==> config.mk <==
export PLATFORM = sky130hd
export DESIGN_NAME = ethRxTop
export DESIGN_NICKNAME = d
export VERILOG_FILES = /design/src/ethRxPkg.sv /design/src/ethRxStateMachine.sv /design/src/ethRxCounters.sv /design/src/ethRxCrc.sv /design/src/ethRxStatus.sv /design/src/ethRxTop.sv
export SDC_FILE = /design/constraint.sdc
export NUM_CORES = 1
export LEC_CHECK = 0
export ABC_AREA = 1
export BUFFER_PORTS_ARGS = -buffer_cell sky130_fd_sc_hd__buf_2
export CAP_MARGIN = 10
export CORE_MARGIN = 4
export CORE_UTILIZATION = 45
export CTS_BUF_LIST = sky130_fd_sc_hd__clkbuf_16
export DETAILED_ROUTE_END_ITERATION = 6
export PLACE_DENSITY_LB_ADDON = 0.12
export SLEW_MARGIN = 20
export SYNTH_ARGS = -nofsm -noshare
export SYNTH_HDL_FRONTEND = slang
export SYNTH_HIERARCHICAL = 1
export SYNTH_SLANG_ARGS = --single-unit
export TNS_END_PERCENT = 5
==> constraint.sdc <==
create_clock -name MRxClk -period 2 [get_ports MRxClk]
set_input_delay 0.3 -clock MRxClk [delete_from_list [all_inputs] [get_ports MRxClk]]
set_output_delay 0.3 -clock MRxClk [all_outputs]
set_load 0.1 [all_outputs]
==> src/ethRxPkg.sv <==
`default_nettype none

package ethRxPkg;

  // Receive FSM states, DataLow carries the first nibble of each byte
  typedef enum logic [2:0] {
    Idle     = 3'd0,
    Drop     = 3'd1,
    Preamble = 3'd2,
    Sfd      = 3'd3,
    DataLow  = 3'd4,
    DataHigh = 3'd5
  } rxStateT;

  // MII nibbles, first bit on the wire is bit 0
  localparam logic [3:0] PreambleNibble = 4'h5;
  localparam logic [3:0] SfdNibble = 4'hD;

  // Sent together with MRxErr for a bad symbol
  localparam logic [3:0] InvalidSymbolNibble = 4'hE;

  // Register value after a good frame and its FCS, MSB first
  localparam logic [31:0] CrcResidue = 32'hC704DD7B;

  localparam int DefaultByteCntWidth = 16;

endpackage

`default_nettype wire

==> src/ethRxStateMachine.sv <==
`timescale 1ns/1ps
`default_nettype none

module ethRxStateMachine (
  input  wire                MRxClk,
  input  wire                Reset,
  input  wire                MRxDV,
  input  wire [3:0]          MRxD,
  output ethRxPkg::rxStateT  rxState
);

  import ethRxPkg::*;

  rxStateT nextState;

  always_comb
  begin
    nextState = rxState;
    case (rxState)
      Idle:
      begin
        if (MRxDV)
          nextState = (MRxD == PreambleNibble) ? Preamble : Drop;
      end
      Drop:
      begin
        if (!MRxDV)
          nextState = Idle;
      end
      Preamble:
      begin
        if (!MRxDV)
          nextState = Idle;
        else if (MRxD == PreambleNibble)
          nextState = Sfd;
        else
          nextState = Drop;
      end
      // Hunting for the delimiter once the preamble is under way
      Sfd:
      begin
        if (!MRxDV)
          nextState = Idle;
        else if (MRxD == SfdNibble)
          nextState = DataLow;
        else if (MRxD != PreambleNibble)
          nextState = Drop;
      end
      DataLow:
      begin
        nextState = MRxDV ? DataHigh : Idle;
      end
      DataHigh:
      begin
        nextState = MRxDV ? DataLow : Idle;
      end
      default:
      begin
        nextState = Idle;
      end
    endcase
  end

  always_ff @(posedge MRxClk or posedge Reset)
  begin
    if (Reset)
      rxState <= Idle;
    else
      rxState <= nextState;
  end

  // Byte phase never starts anywhere but after the SFD
  assert property (@(posedge MRxClk) disable iff (Reset)
    rxState == DataLow |-> $past(rxState) inside {Sfd, DataHigh})
    else $error("DataLow entered outside the byte sequence");

endmodule

`default_nettype wire

==> src/ethRxCounters.sv <==
`timescale 1ns/1ps
`default_nettype none

module ethRxCounters #(
  parameter int ByteCntWidth = ethRxPkg::DefaultByteCntWidth
) (
  input  wire                     MRxClk,
  input  wire                     Reset,
  input  wire ethRxPkg::rxStateT  rxState,
  input  wire [ByteCntWidth-1:0]  maxFrameLen,
  input  wire                     hugeEnable,
  output logic [ByteCntWidth-1:0] byteCnt,
  output logic                    byteCntEq0,
  output logic                    byteCntMaxFrame
);

  import ethRxPkg::*;

  localparam logic [ByteCntWidth-1:0] CntMax = '1;

  logic cntFull;

  assign cntFull = (byteCnt == CntMax);

  // One count per completed byte, held at all ones on overlong frames
  always_ff @(posedge MRxClk or posedge Reset)
  begin
    if (Reset)
      byteCnt <= '0;
    else if (rxState == Sfd)
      byteCnt <= '0;
    else if (rxState == DataHigh && !cntFull)
      byteCnt <= byteCnt + 1'b1;
  end

  assign byteCntEq0 = (byteCnt == '0);

  // Jumbo frames never hit the length limit
  assign byteCntMaxFrame = (byteCnt == maxFrameLen) && !hugeEnable;

  // Only the SFD may bring a full counter back to zero
  assert property (@(posedge MRxClk) disable iff (Reset)
    cntFull && rxState != Sfd |=> byteCnt == CntMax)
    else $error("Byte counter wrapped");

endmodule

`default_nettype wire

==> src/ethRxCrc.sv <==
`timescale 1ns/1ps
`default_nettype none

module ethRxCrc (
  input  wire                 MRxClk,
  input  wire                 Reset,
  input  wire ethRxPkg::rxStateT rxState,
  input  wire                 MRxDV,
  input  wire [3:0]           MRxD,
  output logic                crcError
);

  import ethRxPkg::*;

  // IEEE 802.3 polynomial, reflected
  localparam logic [31:0] CrcPoly = 32'hEDB88320;

  logic [31:0] crcReg;
  logic [31:0] crcReversed;

  function automatic logic [31:0] crcNibble(input logic [31:0] crcIn, input logic [3:0] data);
    logic [31:0] crc;
    crc = crcIn;
    // LSB of the nibble is the first bit on the wire
    for (int i = 0; i < 4; i++)
    begin
      if (crc[0] ^ data[i])
        crc = (crc >> 1) ^ CrcPoly;
      else
        crc = crc >> 1;
    end
    return crc;
  endfunction

  always_ff @(posedge MRxClk or posedge Reset)
  begin
    if (Reset)
      crcReg <= '1;
    else if (rxState == Sfd)
      crcReg <= '1;
    else if ((rxState == DataLow || rxState == DataHigh) && MRxDV)
      crcReg <= crcNibble(crcReg, MRxD);
  end

  // Residue constant is kept MSB first
  assign crcReversed = {<<{crcReg}};
  assign crcError = (crcReversed != CrcResidue);

endmodule

`default_nettype wire

==> src/ethRxStatus.sv <==
`timescale 1ns/1ps
`default_nettype none

module ethRxStatus #(
  parameter int ByteCntWidth = ethRxPkg::DefaultByteCntWidth
) (
  input  wire                     MRxClk,
  input  wire                     Reset,
  input  wire ethRxPkg::rxStateT  rxState,
  input  wire                     MRxDV,
  input  wire                     MRxErr,
  input  wire [3:0]               MRxD,
  input  wire                     Collision,
  input  wire [ByteCntWidth-1:0]  byteCnt,
  input  wire                     byteCntEq0,
  input  wire                     byteCntMaxFrame,
  input  wire                     crcError,
  input  wire [ByteCntWidth-1:0]  minFrameLen,
  input  wire [ByteCntWidth-1:0]  maxFrameLen,
  input  wire [5:0]               collValid,
  input  wire                     hugeEnable,
  input  wire                     recvSmall,
  input  wire                     fullDuplex,
  output logic                    loadRxStatus,
  output logic                    receiveEnd,
  output logic                    latchedCrcError,
  output logic                    receivedPacketGood,
  output logic                    latchedMRxErr,
  output logic                    invalidSymbol,
  output logic                    shortFrame,
  output logic                    tooBig,
  output logic                    dribbleNibble,
  output logic                    rxLateCollision,
  output logic                    receivedLengthOk
);

  import ethRxPkg::*;

  logic dataState;
  logic sfdState;
  logic takeSample;
  logic setInvalidSymbol;
  logic rxColWindow;

  assign dataState = (rxState == DataLow) || (rxState == DataHigh);
  assign sfdState = (rxState == Sfd);

  // End of data or length limit reached with data still coming
  // A frame already reported at the limit is not reported twice in a row
  assign takeSample = (dataState && !MRxDV ||
                       rxState == DataLow && MRxDV && byteCntMaxFrame) && !loadRxStatus;

  always_ff @(posedge MRxClk or posedge Reset)
  begin
    if (Reset)
    begin
      loadRxStatus <= 1'b0;
      receiveEnd <= 1'b0;
    end
    else
    begin
      loadRxStatus <= takeSample;
      receiveEnd <= loadRxStatus;
    end
  end

  // CRC checked at every byte boundary so the last one wins
  always_ff @(posedge MRxClk or posedge Reset)
  begin
    if (Reset)
      latchedCrcError <= 1'b0;
    else if (sfdState)
      latchedCrcError <= 1'b0;
    else if (rxState == DataLow)
      latchedCrcError <= crcError && !byteCntEq0;
  end

  always_ff @(posedge MRxClk or posedge Reset)
  begin
    if (Reset)
      receivedPacketGood <= 1'b0;
    else if (sfdState)
      receivedPacketGood <= 1'b0;
    else if (loadRxStatus)
      receivedPacketGood <= !latchedCrcError;
  end

  always_ff @(posedge MRxClk or posedge Reset)
  begin
    if (Reset)
      latchedMRxErr <= 1'b0;
    else if (MRxErr && MRxDV && rxState != Drop)
      latchedMRxErr <= 1'b1;
    else if (sfdState)
      latchedMRxErr <= 1'b0;
  end

  assign setInvalidSymbol = MRxDV && MRxErr && (MRxD == InvalidSymbolNibble);

  always_ff @(posedge MRxClk or posedge Reset)
  begin
    if (Reset)
      invalidSymbol <= 1'b0;
    else if (setInvalidSymbol)
      invalidSymbol <= 1'b1;
    else if (sfdState)
      invalidSymbol <= 1'b0;
  end

  // Window closes once collValid bytes went by without a collision
  always_ff @(posedge MRxClk or posedge Reset)
  begin
    if (Reset)
      rxColWindow <= 1'b1;
    else if (!Collision && byteCnt[5:0] == collValid && rxState == DataHigh)
      rxColWindow <= 1'b0;
    else if (rxState == Idle)
      rxColWindow <= 1'b1;
  end

  always_ff @(posedge MRxClk or posedge Reset)
  begin
    if (Reset)
      rxLateCollision <= 1'b0;
    else if (sfdState)
      rxLateCollision <= 1'b0;
    else if (Collision && !fullDuplex && dataState && (!rxColWindow || recvSmall))
      rxLateCollision <= 1'b1;
  end

  // Length flags
  always_ff @(posedge MRxClk or posedge Reset)
  begin
    if (Reset)
    begin
      shortFrame <= 1'b0;
      tooBig <= 1'b0;
    end
    else if (sfdState)
    begin
      shortFrame <= 1'b0;
      tooBig <= 1'b0;
    end
    else if (takeSample)
    begin
      shortFrame <= byteCnt < minFrameLen;
      // MRxDV still high here means data beyond maxFrameLen
      tooBig <= MRxDV || (!hugeEnable && byteCnt > maxFrameLen);
    end
  end

  // Odd nibble count
  always_ff @(posedge MRxClk or posedge Reset)
  begin
    if (Reset)
      dribbleNibble <= 1'b0;
    else if (sfdState)
      dribbleNibble <= 1'b0;
    else if (!MRxDV && rxState == DataHigh)
      dribbleNibble <= 1'b1;
  end

  assign receivedLengthOk = (byteCnt >= minFrameLen) && (byteCnt <= maxFrameLen);

  assert property (@(posedge MRxClk) disable iff (Reset)
    loadRxStatus |=> receiveEnd && !loadRxStatus)
    else $error("loadRxStatus not followed by a single receiveEnd");

endmodule

`default_nettype wire

==> src/ethRxTop.sv <==
`timescale 1ns/1ps
`default_nettype none

module ethRxTop #(
  parameter int ByteCntWidth = ethRxPkg::DefaultByteCntWidth
) (
  input  wire                     MRxClk,
  input  wire                     Reset,
  input  wire                     MRxDV,
  input  wire [3:0]               MRxD,
  input  wire                     MRxErr,
  input  wire                     Collision,
  input  wire [ByteCntWidth-1:0]  minFrameLen,
  input  wire [ByteCntWidth-1:0]  maxFrameLen,
  input  wire [5:0]               collValid,
  input  wire                     hugeEnable,
  input  wire                     recvSmall,
  input  wire                     fullDuplex,
  output logic                    loadRxStatus,
  output logic                    receiveEnd,
  output logic                    latchedCrcError,
  output logic                    receivedPacketGood,
  output logic                    latchedMRxErr,
  output logic                    invalidSymbol,
  output logic                    shortFrame,
  output logic                    tooBig,
  output logic                    dribbleNibble,
  output logic                    rxLateCollision,
  output logic                    receivedLengthOk
);

  import ethRxPkg::*;

  rxStateT                 rxState;
  logic [ByteCntWidth-1:0] byteCnt;
  logic                    byteCntEq0;
  logic                    byteCntMaxFrame;
  logic                    crcError;

  ethRxStateMachine ethRxStateMachine_inst (.*);

  ethRxCounters #(
    .ByteCntWidth(ByteCntWidth)
  ) ethRxCounters_inst (.*);

  ethRxCrc ethRxCrc_inst (.*);

  ethRxStatus #(
    .ByteCntWidth(ByteCntWidth)
  ) ethRxStatus_inst (.*);

endmodule

`default_nettype wire

==> impl_metrics.yaml <==
yosys:
  netlist_area_um2: 5050
  synthXorXnorAreaFrac: 0.0456
  syn-instance-count: 740
  synth_adder_area_share: 0.0843
  synth.distinct_cells: 39
  yosys_warnings: 6
  synth.area.mux_share: 0
  synth-main-ff-cell: "dfstp_2"
  syn-num-nets: 824
  syn_area_per_cell_um2: 6.82
  synth_simple_gate_area_frac: 0.332
  yosysTopAreaCellShare: 0.172
  yosysTopAreaCell: "dfstp_2"
  synth-compound-area-share: 0.0967
  synth_area_leaders: "dfstp_2 17%, nand2_1 15%, dfrtp_1 14%, inv_1 9.9%, ha_1 8.4%"
  ys_seq_elements: 62
  synth_top_family_by_area: "simple AND/OR/NAND/NOR gates"
  synth_enable_flop_cells: 0
  synthArstFlopShare: 1.00
  yosysSeqAreaShare: 0.316
placed_design:
  hpwlAfterDp_mm: 10.5
  dpl.cell_count: 956
  place_congestion: 0.913
  portBuffers: 60
  post-place-ws_ns: -0.0145
timing:
  drv_slew: 0
  min_period_over_period: 1.17
  worst_slack_ns: -0.337
  layout_min_cycle_time_ns: 2.34
  max_slew_margin: 0.548
  grt_setup_unrepaired: "true"
  hold_violations: 0
  worstMarginPinSlew_ns: 0.678
  finClkSkew_ns: 0.00684
  finalSetupViolations: 1
  fmax_ghz: 0.428
drt:
  routed_via_density: 5.06
  drt-total-wl_mm: 13.7
  via_count: 4932
  ant_nets: 0
  wire_per_inst_um: 14.1
  drc: 0
  drtPass1Iterations: 6
  drt_iter0_markers: 423
floorplanning:
  die_x_um: 114
  rows: 38
  core-area_um2: 10900
  dieArea_um2: 13000
  pin_count: 61
  die_h_um: 114
  initial_core_util: 0.464
clock_tree:
  cts_buffers: 9
  clk_latency_ns: 0.34
  clk_pin_slew_worst_paths_ns: 0.06
  cts_sinks: 62
  cts_tree: "built"
  cts_max_level: 3
  cts_buffer_depth: 2
  cts-root-buf: "clkbuf_16"
flow_run:
  cap_viol_max_count: 0
cells_and_area:
  final_cell_mix: "201 x nand2_1, 135 x inv_1, 59 x nor2_1, 59 x buf_2, 54 x nand3_1"
  postLayoutCoreUtil: 0.556
  drive_above_1_share: 0.232
  layoutNonFillerInstCount: 975
  area.growth.synth_to_final_pct: 19.9
  diodes: 0
  num-nets-final: 914
  final_common_cell: "nand2_1"
outcome:
  run_status: "complete, but fails checks"
  failed_checks: "negative setup slack"
power:
  powerDensity_nw_per_um2: 749
  power_leakage_uw: 0.00331
  max-vdd-ir-drop_uv: 578
global_route:
  grt_pass1_wl_mm: 22.7
  gr-total-overflow: 0
  grtUsageTotal: 0.222
  grt_pass1_vias: 4549
  grt_max_degree: 33
  antenna_found_initial: 0
critical_path:
  cp_data_arrival_time_ns: 2.04
  end_kind: "output port"
  cp_max_fo: 2
  critPathLaunchType: "flop"
  critPathKind: "reg -> out"
  required_ns: 1.70
worst_hold_path:
  hold_class: "in -> reg"
-- per-stage QoR --
| stage | area (um^2) | setup TNS [ns] | total power (uW) | hold slack [ns] |
|---|---|---|---|---|
| after detailed placement | 5690 | -0.0145 | 3120 | 0.210 |
| after CTS | 6000 | -0.330 | 4540 | 0.229 |
| final | 6050 | -0.337 | 4530 | 0.230 |
| after global routing | 6050 | -0.630 | 4830 | 0.240 |
| after global placement | 5690 | 0 | 3090 | 0.206 |
| after floorplan | 5050 | 0 | 2780 | 0.0536 |
-- cells in the mapped netlist, types with 12 or more instances --
cell and count:
xor2_1 12, nand4_1 20, o22ai_1 14, nor2_1 62
nand3_1 54, o21ai_0 23, a21oi_1 29, nand2_1 204
inv_1 133, dfrtp_1 29, dfstp_2 33, ha_1 34
-- what timing repair did --
action,4_1_cts,5_1_grt
pin swaps,7,3
endpoints found under the setup margin,1,9
buffers inserted,2,0
resized for setup,5,13
hold buffers,1,0
endpoints found under the hold margin,13,0
-- sequential cells by signal, indices dropped and copies added (netlist names) --
signal and cells:
ethRxStatus_inst/latchedCrcError 1, ethRxStatus_inst/latchedMRxErr 1, ethRxCounters_inst/byteCnt 16, ethRxStatus_inst/rxLateCollision 1, ethRxStatus_inst/receivedPacketGood 1, ethRxStatus_inst/receiveEnd 1
ethRxCrc_inst/crcReg 32, ethRxStatus_inst/dribbleNibble 1, ethRxStatus_inst/shortFrame 1, ethRxStatus_inst/invalidSymbol 1, ethRxStatus_inst/loadRxStatus 1, ethRxStatus_inst/tooBig 1
ethRxStateMachine_inst/rxState 3, ethRxStatus_inst/rxColWindow 1
-- cells by family (layout without fill, tap and decap cells) --
kind of cell / Yosys count / after routing
compound gates: 85 / 85
flops: 62 / 62
fa+ha+maj: 34 / 34
simple gates: 378 / 378
xor+xnor: 22 / 22
buf+inv: 159 / 254
-- area by class of cell --
type,instances,area [um^2]
Timing Repair Buffer,94,593
Clock inverter,7,35.0
Tap cell,140,175
Fill cell,1062,4840
Inverter,144,541
Clock buffer,9,225
Sequential cell,62,1590
Multi-Input combinational cell,519,2890
-- layer usage --
layer	vias up	wire, um	track usage
li1	2533	-	-
met1	2243	6800	0.325
met2	142	5950	0.328
met3	14	777	0.0462
met4	0	191	0.0713
met5	-	0	0
-- critical path, cell delays in order, from the launching register on --
cell and delay [ns]:
dfrtp_1 0.39, buf_4 0.16, ha_4 0.21, a21oi_1 0.14, o21ai_1 0.09, a21oi_1 0.15
buf_4 0.14, nand2_1 0.05, o21ai_1 0.15, inv_2 0.06, buf_12 0.16
-- path summary, 6_finish.rpt --
check	startpoint	endpoint	slack, ns	cells after the start
setup / recovery	ethRxCounters_inst/byteCnt[11]$_DFFE_PP0P_	receivedLengthOk	-0.34	10
hold / removal	MRxErr	ethRxStatus_inst/invalidSymbol$_DFFE_PP0P_	0.23	3
setup reg to reg	ethRxCounters_inst/byteCnt[7]$_DFFE_PP0P_	ethRxStatus_inst/tooBig$_DFFE_PP0P_	0.08	13
hold reg to reg	ethRxStatus_inst/loadRxStatus$_DFF_PP0_	ethRxStatus_inst/receiveEnd$_DFF_PP0_	0.48	0
max in group asynchronous	Reset	ethRxCounters_inst/byteCnt[5]$_DFFE_PP0P_	0.88	3
min in group asynchronous	Reset	ethRxStateMachine_inst/rxState[0]$_DFFE_PP0P_	0.41	3
-- where the power goes --
part | switching, uW | leakage [uW] | internal, uW
clock | 580 | 0.000143 | 819
combinational | 974 | 0.00243 | 429
sequential | 178 | 0.000734 | 1550
total | 1730 | 0.00331 | 2800
Note: power is estimated with default switching activity, not from simulation.
